`src/source/dvb_s2_defines.svh`:
```
`ifndef DVB_S2_DEFINES_SVH
`define DVB_S2_DEFINES_SVH

// bus widths
`define DVB_DATA_W 32
`define DVB_ADDR_W 4
`define DVB_SEL_W 4

// register word addresses
`define REG_MOD_MODE 4'd0
`define REG_FREQ_INV 4'd1
`define REG_SYS_FREQ 4'd2
`define REG_BAUD 4'd3
`define REG_ENABLE 4'd4
`define REG_TICK_CNT 4'd5
`define REG_LAST_SYM 4'd6

`define RST_SYS_FREQ 32'd10000
`define RST_BAUD 32'd2500

`define DVB_BAD_ADDR_TAG 16'hE000

// constellation
`define DVB_AMP (16'sd32767)
`define DVB_QPSK_AMP (16'sd23170)
`define DVB_MODE_8PSK 2'd1
`define DVB_BUF_W 16

`endif

```
`src/source/dvb_s2_pkg.sv`:
```
`default_nettype none

`include "dvb_s2_defines.svh"

package dvb_s2_pkg;

	// wishbone classic master side
	typedef struct packed {
		logic cyc;
		logic stb;
		logic we;
		logic [`DVB_ADDR_W-1:0] adr;
		logic [`DVB_SEL_W-1:0] sel;
		logic [`DVB_DATA_W-1:0] dat;
	} wb_req_t;

	typedef struct packed {
		logic ack;
		logic [`DVB_DATA_W-1:0] dat;
	} wb_rsp_t;

	typedef struct packed {
		logic [1:0] mod_mode; // 0 qpsk, 1 8psk, others qpsk
		logic freq_inv; // swap i and q
		logic [31:0] sys_freq;
		logic [31:0] baud;
		logic enable;
	} mod_cfg_t;

	typedef struct packed {
		logic signed [15:0] re;
		logic signed [15:0] im;
	} symbol_t;

	// captured symbol as seen from the bus, re in the upper half
	typedef union packed {
		symbol_t sym;
		logic [`DVB_DATA_W-1:0] word;
	} sym_word_u;

endpackage

`default_nettype wire

```
`src/source/dvb_s2_cfg_regs.sv`:
```
`timescale 1ns/10ps
`default_nettype none

`include "dvb_s2_defines.svh"

module dvb_s2_cfg_regs (
	input wire clk,
	input wire rst_n,
	input wire dvb_s2_pkg::wb_req_t wb_req,
	output dvb_s2_pkg::wb_rsp_t wb_rsp,
	output dvb_s2_pkg::mod_cfg_t cfg,
	input wire tick_seen,
	input wire dvb_s2_pkg::symbol_t last_sym,
	input wire last_sym_valid
);

	logic ack_q;
	logic [`DVB_DATA_W-1:0] rdat_q;
	logic [`DVB_DATA_W-1:0] rd_word;
	logic [`DVB_DATA_W-1:0] wr_word;
	logic [`DVB_DATA_W-1:0] tick_cnt;
	logic access;
	dvb_s2_pkg::sym_word_u last_sym_q;

	function automatic logic [`DVB_DATA_W-1:0] merge_bytes(
		input logic [`DVB_DATA_W-1:0] old_word,
		input logic [`DVB_DATA_W-1:0] new_word,
		input logic [`DVB_SEL_W-1:0] sel
	);
		logic [`DVB_DATA_W-1:0] res;
		res = old_word;
		for (int i = 0; i < `DVB_SEL_W; i++) begin
			if (sel[i]) begin
				res[8*i +: 8] = new_word[8*i +: 8];
			end
		end
		return res;
	endfunction

	assign access = wb_req.cyc && wb_req.stb && !ack_q; // one ack per two cycles
	assign wr_word = merge_bytes(rd_word, wb_req.dat, wb_req.sel);
	assign wb_rsp = '{ack: ack_q, dat: rdat_q};

	// current contents of the addressed word
	always_comb begin
		case (wb_req.adr)
			`REG_MOD_MODE: rd_word = {{(`DVB_DATA_W-2){1'b0}}, cfg.mod_mode};
			`REG_FREQ_INV: rd_word = {{(`DVB_DATA_W-1){1'b0}}, cfg.freq_inv};
			`REG_SYS_FREQ: rd_word = cfg.sys_freq;
			`REG_BAUD: rd_word = cfg.baud;
			`REG_ENABLE: rd_word = {{(`DVB_DATA_W-1){1'b0}}, cfg.enable};
			`REG_TICK_CNT: rd_word = tick_cnt;
			`REG_LAST_SYM: rd_word = last_sym_q.word;
			default: rd_word = {`DVB_BAD_ADDR_TAG, {(16-`DVB_ADDR_W){1'b0}}, wb_req.adr};
		endcase
	end

	always_ff @(posedge clk) begin
		if (!rst_n) begin
			ack_q <= 1'b0;
			cfg <= '{mod_mode: 2'd0, freq_inv: 1'b0, sys_freq: `RST_SYS_FREQ,
				baud: `RST_BAUD, enable: 1'b0};
		end else begin
			ack_q <= access;
			if (access && wb_req.we) begin
				case (wb_req.adr)
					`REG_MOD_MODE: cfg.mod_mode <= wr_word[1:0];
					`REG_FREQ_INV: cfg.freq_inv <= wr_word[0];
					`REG_SYS_FREQ: cfg.sys_freq <= wr_word;
					`REG_BAUD: cfg.baud <= wr_word;
					`REG_ENABLE: cfg.enable <= wr_word[0];
					default: begin
					end
				endcase
			end
		end
	end

	always_ff @(posedge clk) begin
		if (access) begin
			rdat_q <= rd_word;
		end
	end

	// double-rate strobe count
	always_ff @(posedge clk) begin
		if (!rst_n) begin
			tick_cnt <= '0;
		end else if (tick_seen) begin
			tick_cnt <= tick_cnt + 1'b1;
		end
	end

	always_ff @(posedge clk) begin
		if (!rst_n) begin
			last_sym_q.word <= '0;
		end else if (last_sym_valid) begin
			last_sym_q.sym <= last_sym; // latest sym2x for readback
		end
	end

	a_ack_single: assert property (@(posedge clk) disable iff (!rst_n)
		ack_q |=> !ack_q);

	a_ack_after_stb: assert property (@(posedge clk) disable iff (!rst_n)
		ack_q |-> $past(wb_req.cyc && wb_req.stb));

endmodule

`default_nettype wire

```
`src/source/dvb_s2_baud_gen.sv`:
```
`timescale 1ns/10ps
`default_nettype none

module dvb_s2_baud_gen (
	input wire clk,
	input wire rst_n,
	input wire dvb_s2_pkg::mod_cfg_t cfg,
	output logic tick_2x,
	output logic tick_1x
);

	logic [33:0] acc;
	logic [33:0] acc_sum;
	logic [33:0] acc_rem;
	logic hit;
	logic phase;

	// step is twice the baud count per clock
	assign acc_sum = acc + {1'b0, cfg.baud, 1'b0};
	assign acc_rem = acc_sum - {2'b00, cfg.sys_freq};
	assign hit = acc_sum >= {2'b00, cfg.sys_freq};

	always_ff @(posedge clk) begin
		if (!rst_n) begin
			acc <= '0;
			phase <= 1'b0;
			tick_2x <= 1'b0;
			tick_1x <= 1'b0;
		end else if (!cfg.enable) begin
			acc <= '0;
			phase <= 1'b0;
			tick_2x <= 1'b0;
			tick_1x <= 1'b0;
		end else begin
			acc <= hit ? acc_rem : acc_sum;
			tick_2x <= hit;
			tick_1x <= hit && !phase; // first of each pair
			if (hit) begin
				phase <= !phase;
			end
		end
	end

	a_tick_nested: assert property (@(posedge clk) disable iff (!rst_n)
		tick_1x |-> tick_2x);

endmodule

`default_nettype wire

```
`src/source/dvb_s2_mapper.sv`:
```
`timescale 1ns/10ps
`default_nettype none

`include "dvb_s2_defines.svh"

module dvb_s2_mapper (
	input wire clk,
	input wire rst_n,
	input wire dvb_s2_pkg::mod_cfg_t cfg,
	input wire tick_1x,
	input wire [7:0] ts_data,
	input wire ts_valid,
	output logic ts_ready,
	output logic sym_valid,
	output dvb_s2_pkg::symbol_t sym
);

	logic [`DVB_BUF_W-1:0] bit_buf; // oldest bit at the top
	logic [4:0] fill;
	logic [4:0] need;
	logic [4:0] fill_taken;
	logic [`DVB_BUF_W-1:0] buf_taken;
	logic is_8psk;
	logic take;
	logic accept;
	logic [2:0] k;
	dvb_s2_pkg::symbol_t point;
	dvb_s2_pkg::symbol_t mapped;

	assign is_8psk = cfg.mod_mode == `DVB_MODE_8PSK;
	assign need = is_8psk ? 5'd3 : 5'd2;
	assign take = tick_1x && (fill >= need); // underflow takes nothing
	assign ts_ready = fill <= 5'd8;
	assign accept = ts_valid && ts_ready;
	assign fill_taken = take ? fill - need : fill;
	assign buf_taken = take ? (bit_buf << need) : bit_buf;

	// gray to binary angle index
	assign k = {bit_buf[15],
		bit_buf[15] ^ bit_buf[14],
		bit_buf[15] ^ bit_buf[14] ^ bit_buf[13]};

	always_comb begin
		point = '0;
		if (is_8psk) begin
			case (k) // k times 45 degrees
				3'd0: point = '{re: `DVB_AMP, im: 16'sd0};
				3'd1: point = '{re: `DVB_QPSK_AMP, im: `DVB_QPSK_AMP};
				3'd2: point = '{re: 16'sd0, im: `DVB_AMP};
				3'd3: point = '{re: -`DVB_QPSK_AMP, im: `DVB_QPSK_AMP};
				3'd4: point = '{re: -`DVB_AMP, im: 16'sd0};
				3'd5: point = '{re: -`DVB_QPSK_AMP, im: -`DVB_QPSK_AMP};
				3'd6: point = '{re: 16'sd0, im: -`DVB_AMP};
				default: point = '{re: `DVB_QPSK_AMP, im: -`DVB_QPSK_AMP};
			endcase
		end else begin
			point.re = bit_buf[15] ? -`DVB_QPSK_AMP : `DVB_QPSK_AMP;
			point.im = bit_buf[14] ? -`DVB_QPSK_AMP : `DVB_QPSK_AMP;
		end
		if (cfg.freq_inv) begin
			mapped.re = point.im; // spectrum inversion
			mapped.im = point.re;
		end else begin
			mapped = point;
		end
	end

	always_ff @(posedge clk) begin
		if (!rst_n) begin
			bit_buf <= '0;
			fill <= '0;
			sym_valid <= 1'b0;
		end else begin
			bit_buf <= buf_taken;
			fill <= fill_taken;
			if (accept) begin
				// new byte lands right below the remaining bits
				bit_buf <= buf_taken | ({ts_data, 8'h00} >> fill_taken);
				fill <= fill_taken + 5'd8;
			end
			sym_valid <= tick_1x;
		end
	end

	always_ff @(posedge clk) begin
		if (tick_1x) begin
			sym <= take ? mapped : '0;
		end
	end

	a_fill_bound: assert property (@(posedge clk) disable iff (!rst_n)
		fill <= 5'd16);

endmodule

`default_nettype wire

```
`src/source/dvb_s2_interp.sv`:
```
`timescale 1ns/10ps
`default_nettype none

module dvb_s2_interp (
	input wire clk,
	input wire rst_n,
	input wire tick_2x,
	input wire sym_valid,
	input wire dvb_s2_pkg::symbol_t sym,
	output logic sym2x_valid,
	output dvb_s2_pkg::symbol_t sym2x,
	output logic tick_seen
);

	logic tick_d; // tick_2x lined up with mapper output
	dvb_s2_pkg::symbol_t prev_sym;
	dvb_s2_pkg::symbol_t cur_sym;
	dvb_s2_pkg::symbol_t mid_sym;
	logic signed [16:0] sum_re;
	logic signed [16:0] sum_im;

	assign tick_seen = tick_d;

	// midpoint with sign kept
	always_comb begin
		sum_re = prev_sym.re + cur_sym.re;
		sum_im = prev_sym.im + cur_sym.im;
		mid_sym.re = sum_re[16:1];
		mid_sym.im = sum_im[16:1];
	end

	always_ff @(posedge clk) begin
		if (!rst_n) begin
			tick_d <= 1'b0;
			sym2x_valid <= 1'b0;
			prev_sym <= '0;
			cur_sym <= '0;
		end else begin
			tick_d <= tick_2x;
			sym2x_valid <= tick_d;
			if (tick_d && sym_valid) begin
				prev_sym <= cur_sym;
				cur_sym <= sym;
			end
		end
	end

	// symbol phase comes with sym_valid, the other phase is the midpoint
	always_ff @(posedge clk) begin
		if (tick_d) begin
			sym2x <= sym_valid ? sym : mid_sym;
		end
	end

endmodule

`default_nettype wire

```
`src/source/dvb_s2_mod_top.sv`:
```
`timescale 1ns/10ps
`default_nettype none

module dvb_s2_mod_top (
	input wire clk,
	input wire rst_n,
	input wire dvb_s2_pkg::wb_req_t wb_req,
	output dvb_s2_pkg::wb_rsp_t wb_rsp,
	input wire [7:0] ts_data,
	input wire ts_valid,
	output logic ts_ready,
	output logic sym1x_valid,
	output dvb_s2_pkg::symbol_t sym1x,
	output logic sym2x_valid,
	output dvb_s2_pkg::symbol_t sym2x
);

	dvb_s2_pkg::mod_cfg_t cfg;
	logic tick_2x;
	logic tick_1x;
	logic tick_seen;

	dvb_s2_cfg_regs dvb_s2_cfg_regs_i (
		.clk(clk),
		.rst_n(rst_n),
		.wb_req(wb_req),
		.wb_rsp(wb_rsp),
		.cfg(cfg),
		.tick_seen(tick_seen),
		.last_sym(sym2x), // captured for readback
		.last_sym_valid(sym2x_valid)
	);

	dvb_s2_baud_gen dvb_s2_baud_gen_i (
		.clk(clk),
		.rst_n(rst_n),
		.cfg(cfg),
		.tick_2x(tick_2x),
		.tick_1x(tick_1x)
	);

	dvb_s2_mapper dvb_s2_mapper_i (
		.clk(clk),
		.rst_n(rst_n),
		.cfg(cfg),
		.tick_1x(tick_1x),
		.ts_data(ts_data),
		.ts_valid(ts_valid),
		.ts_ready(ts_ready),
		.sym_valid(sym1x_valid),
		.sym(sym1x)
	);

	dvb_s2_interp dvb_s2_interp_i (
		.clk(clk),
		.rst_n(rst_n),
		.tick_2x(tick_2x),
		.sym_valid(sym1x_valid),
		.sym(sym1x),
		.sym2x_valid(sym2x_valid),
		.sym2x(sym2x),
		.tick_seen(tick_seen)
	);

endmodule

`default_nettype wire

```
`config.mk`:
```
export PLATFORM = sky130hd
export DESIGN_NAME = dvb_s2_mod_top
export DESIGN_NICKNAME = d
export VERILOG_FILES = /design/src/source/dvb_s2_pkg.sv /design/src/source/dvb_s2_cfg_regs.sv /design/src/source/dvb_s2_baud_gen.sv /design/src/source/dvb_s2_mapper.sv /design/src/source/dvb_s2_interp.sv /design/src/source/dvb_s2_mod_top.sv
export VERILOG_INCLUDE_DIRS = /design/src /design/src/source
export SDC_FILE = /design/constraint.sdc
export NUM_CORES = 1
export LEC_CHECK = 0
export BUFFER_PORTS_ARGS = -buffer_cell sky130_fd_sc_hd__buf_4
export CAP_MARGIN = 20
export CORE_MARGIN = 2
export CORE_UTILIZATION = 35
export DETAILED_ROUTE_END_ITERATION = 6
export GPL_TIMING_DRIVEN = 1
export PLACE_DENSITY = 0.49
export SKIP_LAST_GASP = 1
export SLEW_MARGIN = 20
export SYNTH_ARGS = -nofsm -noshare
export SYNTH_HDL_FRONTEND = slang
export SYNTH_SLANG_ARGS = --single-unit
```
`constraint.sdc`:
```
create_clock -name clk -period 5.75 [get_ports clk]
set_input_delay 0.575 -clock clk [delete_from_list [all_inputs] [get_ports clk]]
set_output_delay 0.575 -clock clk [all_outputs]
set_load 0.005 [all_outputs]
```
==> flow_summary.json <==
{
  "status": "complete, no violations",
  "rows": 80,
  "syn-num-nets": 2076,
  "grt_pass1_wl_microns": 82700,
  "total_leakage_power_nw": 7.72,
  "synth_edf_count": 72,
  "tritoncts": "yes",
  "p_sw_w": 0.00111,
  "grt_max_degree": 90,
  "sw_frac_of_total_pct": 23.9,
  "multi_input_area_sq_um": 9640,
  "vias_per_cell": 5.32,
  "ctsHoldBuffers": 0,
  "clock_skew_ps": 15.9,
  "register_area_sq_um": 6410,
  "synthDistinctLibCells": 76,
  "path_cells": "ha_1, inv_1, fa_1, nand2b_1, a21oi_2, o21a_1, a41oi_1, o21bai_1, a21oi_1, xnor2_1, ha_1, nand4_1, nor2_1, a22oi_1, o21ai_0, a21oi_1, a21o_1, nor3b_4, buf_4, a21oi_1, a211oi_1",
  "pwr-share-seq_pct": 45.0,
  "grt_overflow": 0,
  "rsz0062_at_grt": "no",
  "maxSlewHeadroom_pct": 30.4,
  "timing.final.crit_share_pct": 85.9,
  "worstSkewPairLatency_ps": 550,
  "gp_congestion": 0.867,
  "vdd_drop_max_mv": 0.173,
  "grt_pass1_vias": 14100,
  "finalSetupViolCount": 0,
  "fin_ws_ps": 813,
  "final_cell_mix": "nand2_1 (307), dfxtp_1 (210), buf_4 (174)",
  "via_count": 14100,
  "grt_use_total_pct": 21.0,
  "start_kind": "register",
  "area_delta_synth_final_pct": 15.8,
  "antennaDiodeCount": 0,
  "final_layout_size_suffix_gt1_share_pct": 14.8,
  "period_minus_slack_ps": 4940,
  "nets": 2156,
  "die-height_microns": 224,
  "antenna_left": 0,
  "hold_viol": 0,
  "crit_type": "register to register",
  "syn_inst": 1935,
  "fmax_ghz": 0.203,
  "crit_slowest_cell": "fa_1",
  "syn_area_sq_um": 16900,
  "place_hpwl_microns": 37900,
  "worst_hold_path_type": "primary input to register",
  "critical_path.max_fanout": 33,
  "wl_microns": 52600,
  "finalMaxSlewViolations": 0,
  "ys_async_sr_fraction_pct": 0,
  "comb_power_share_pct": 5.9,
  "place_ws_ps": 836,
  "clkSinkCount": 284,
  "io_buffers": 153,
  "drt_iter0_drc": 818,
  "numCtsBuffers": 37,
  "core_sq_um": 47600,
  "worst_pin_slew_ps": 1040,
  "max-cap-violations": 0,
  "clkPwrFrac_pct": 49.2,
  "tns_ps": 0,
  "io-pin-count": 154,
  "arrival_ps": 5380,
  "ys_seq_area_share_pct": 37.9,
  "synth_ff_type": "dfxtp_1",
  "dr.pass1.iters": 5,
  "h-tree-depth": 2,
  "critical_path.max_stage_delay_ps": 400,
  "dieArea_sq_um": 50000,
  "cts_setup_buffers": 0,
  "internal_power_w": 0.00352,
  "critPathTopFamily": "compound AO/OA/AOI/OAI gates",
  "cp-end-kind": "register",
  "syn_avg_cell_area_sq_um": 8.73,
  "cp.buffers_inverters": 2,
  "dieWidth_microns": 224,
  "detail_route.drc_violations": 0,
  "ys_ff_latch": 284,
  "start_util_pct": 35.5,
  "root_buffer": "clkbuf_16",
  "num-fill-cells": 4816,
  "clock_path_buffers": 3,
  "timing.hold.ws_ps": 387,
  "wl_per_cell_microns": 19.8,
  "cp.required_ps": 6200,
  "yosysWarnings": 0,
  "cts_resized": 0,
  "antenna_found_initial": 0,
  "p_per_area_nw_per_um2": 237,
  "clk_pin_slew_worst_paths_ps": 60,
  "layout_commonest_cell": "nand2_1",
  "timing.critical_path.mode_cell": "a21oi_1"
}
## state kept, by name (all words and copies together) (netlist names), 5 cells and up
register	count
dvb_s2_cfg_regs_i.last_sym_q	30
dvb_s2_cfg_regs_i.rdat_q	32
dvb_s2_mapper_i.fill	5
dvb_s2_interp_i.sym2x	30
dvb_s2_baud_gen_i.acc	34
dvb_s2_cfg_regs_i.tick_cnt	32
dvb_s2_interp_i.cur_sym	10
dvb_s2_mapper_i.bit_buf	16
dvb_s2_interp_i.prev_sym	10
dvb_s2_cfg_regs_i.cfg	68
dvb_s2_mapper_i.sym	10
## kinds of logic (layout without fill, tap and decap cells)
family | Yosys count | in the layout | share of synthesized area, %
XOR/XNOR | 95 | 95 | 5.28
AO/OA/AOI/OAI | 512 | 512 | 20.0
flip-flops | 284 | 284 | 37.9
AND/OR/NAND/NOR | 656 | 656 | 18.5
buffers and inverters | 203 | 311 | 5.24
multiplexers | 98 | 98 | 6.20
adder cells (fa/ha/maj) | 87 | 87 | 6.89
## worst reg2reg max path: stages (launching register included)
cell and delay [ps]:
dfxtp_1 370, ha_1 210, inv_1 60, fa_1 400, nand2b_1 190, a21oi_2 220
o21a_1 210, a41oi_1 170, o21bai_1 180, a21oi_1 100, xnor2_1 210, ha_1 330
nand4_1 210, nor2_1 100, a22oi_1 220, o21ai_0 220, a21oi_1 270, a21o_1 200
nor3b_4 190, buf_4 390, a21oi_1 150, a211oi_1 220
## layer usage
layer	vias up	track usage (%)	wire (microns)
li1	7012	-	-
met1	6707	29.6	25500
met2	359	33.3	23200
met3	57	3.86	2760
met4	0	4.99	1110
met5	-	0	0
## synth_stat cells, types with 23 or more instances
library cell  instances  area share (%)
a21boi_0             80             3.6
a21o_1               35             1.6
a21oi_1             128             3.8
a22oi_1              53             2.4
and2_1               45             1.7
and3_1               23            0.85
buf_4                26             1.2
clkbuf_1             89             2.0
dfxtp_1             212              25
edfxtp_1             72              13
ha_1                 77             5.7
inv_1                68             1.5
mux2_2               35             2.3
mux2i_1              60             3.6
nand2_1             308             6.8
nand3_1              43             1.3
nand4_1              41             1.5
nor2_1               75             1.7
nor2b_1              51             1.9
o21ai_0              83             2.5
o31ai_1              28             1.2
xnor2_1              65             3.4
xor2_1               25             1.3
## path summary, 6_finish.rpt
| kind | cells after the start | start | slack [ps] | endpoint |
|---|---|---|---|---|
| setup / recovery | 21 | dvb_s2_cfg_regs_i.cfg[1] | 810 | dvb_s2_baud_gen_i.acc[2] |
| hold / removal | 3 | wb_req[8] | 390 | dvb_s2_cfg_regs_i.cfg[9] |
| setup reg to reg | 21 | dvb_s2_cfg_regs_i.cfg[1] | 810 | dvb_s2_baud_gen_i.acc[2] |
| hold reg to reg | 1 | dvb_s2_baud_gen_i.phase | 440 | dvb_s2_baud_gen_i.tick_1x |
## metrics by stage
step	std cells	utilization (%)	area, sq um	power [W]
floorplan	1935	-	16900	0.00229
global placement	2591	38.6	18400	0.00240
detailed placement	2591	38.6	18400	0.00240
CTS	2658	41.0	19600	0.00469
global route	2658	41.0	19600	0.00480
finish	2658	41.0	19600	0.00463
## power groups by stage
| stage | sequential [W] | combinational, W | clock (W) |
|---|---|---|---|
| 2_1_floorplan | 0.00212 | 0.000168 | 0 |
| 3_3_place_gp | 0.00213 | 0.000270 | 0 |
| 3_5_place_dp | 0.00213 | 0.000270 | 0 |
| 4_1_cts | 0.00208 | 0.000272 | 0.00234 |
| 5_1_grt | 0.00208 | 0.000297 | 0.00242 |
| 6_report | 0.00208 | 0.000271 | 0.00228 |
## area by class of cell
| cell class | count | share of cell area (%) |
|---|---|---|
| timing repair buffer | 174 | 6.68 |
| inverter | 70 | 1.34 |
| sequential | 284 | 32.8 |
| clock buffer | 50 | 5.24 |
| clock inverter | 17 | 0.761 |
| multi-input combinational | 1448 | 49.3 |
| tap | 615 | 3.93 |
Power figures use the tool's default switching activity.
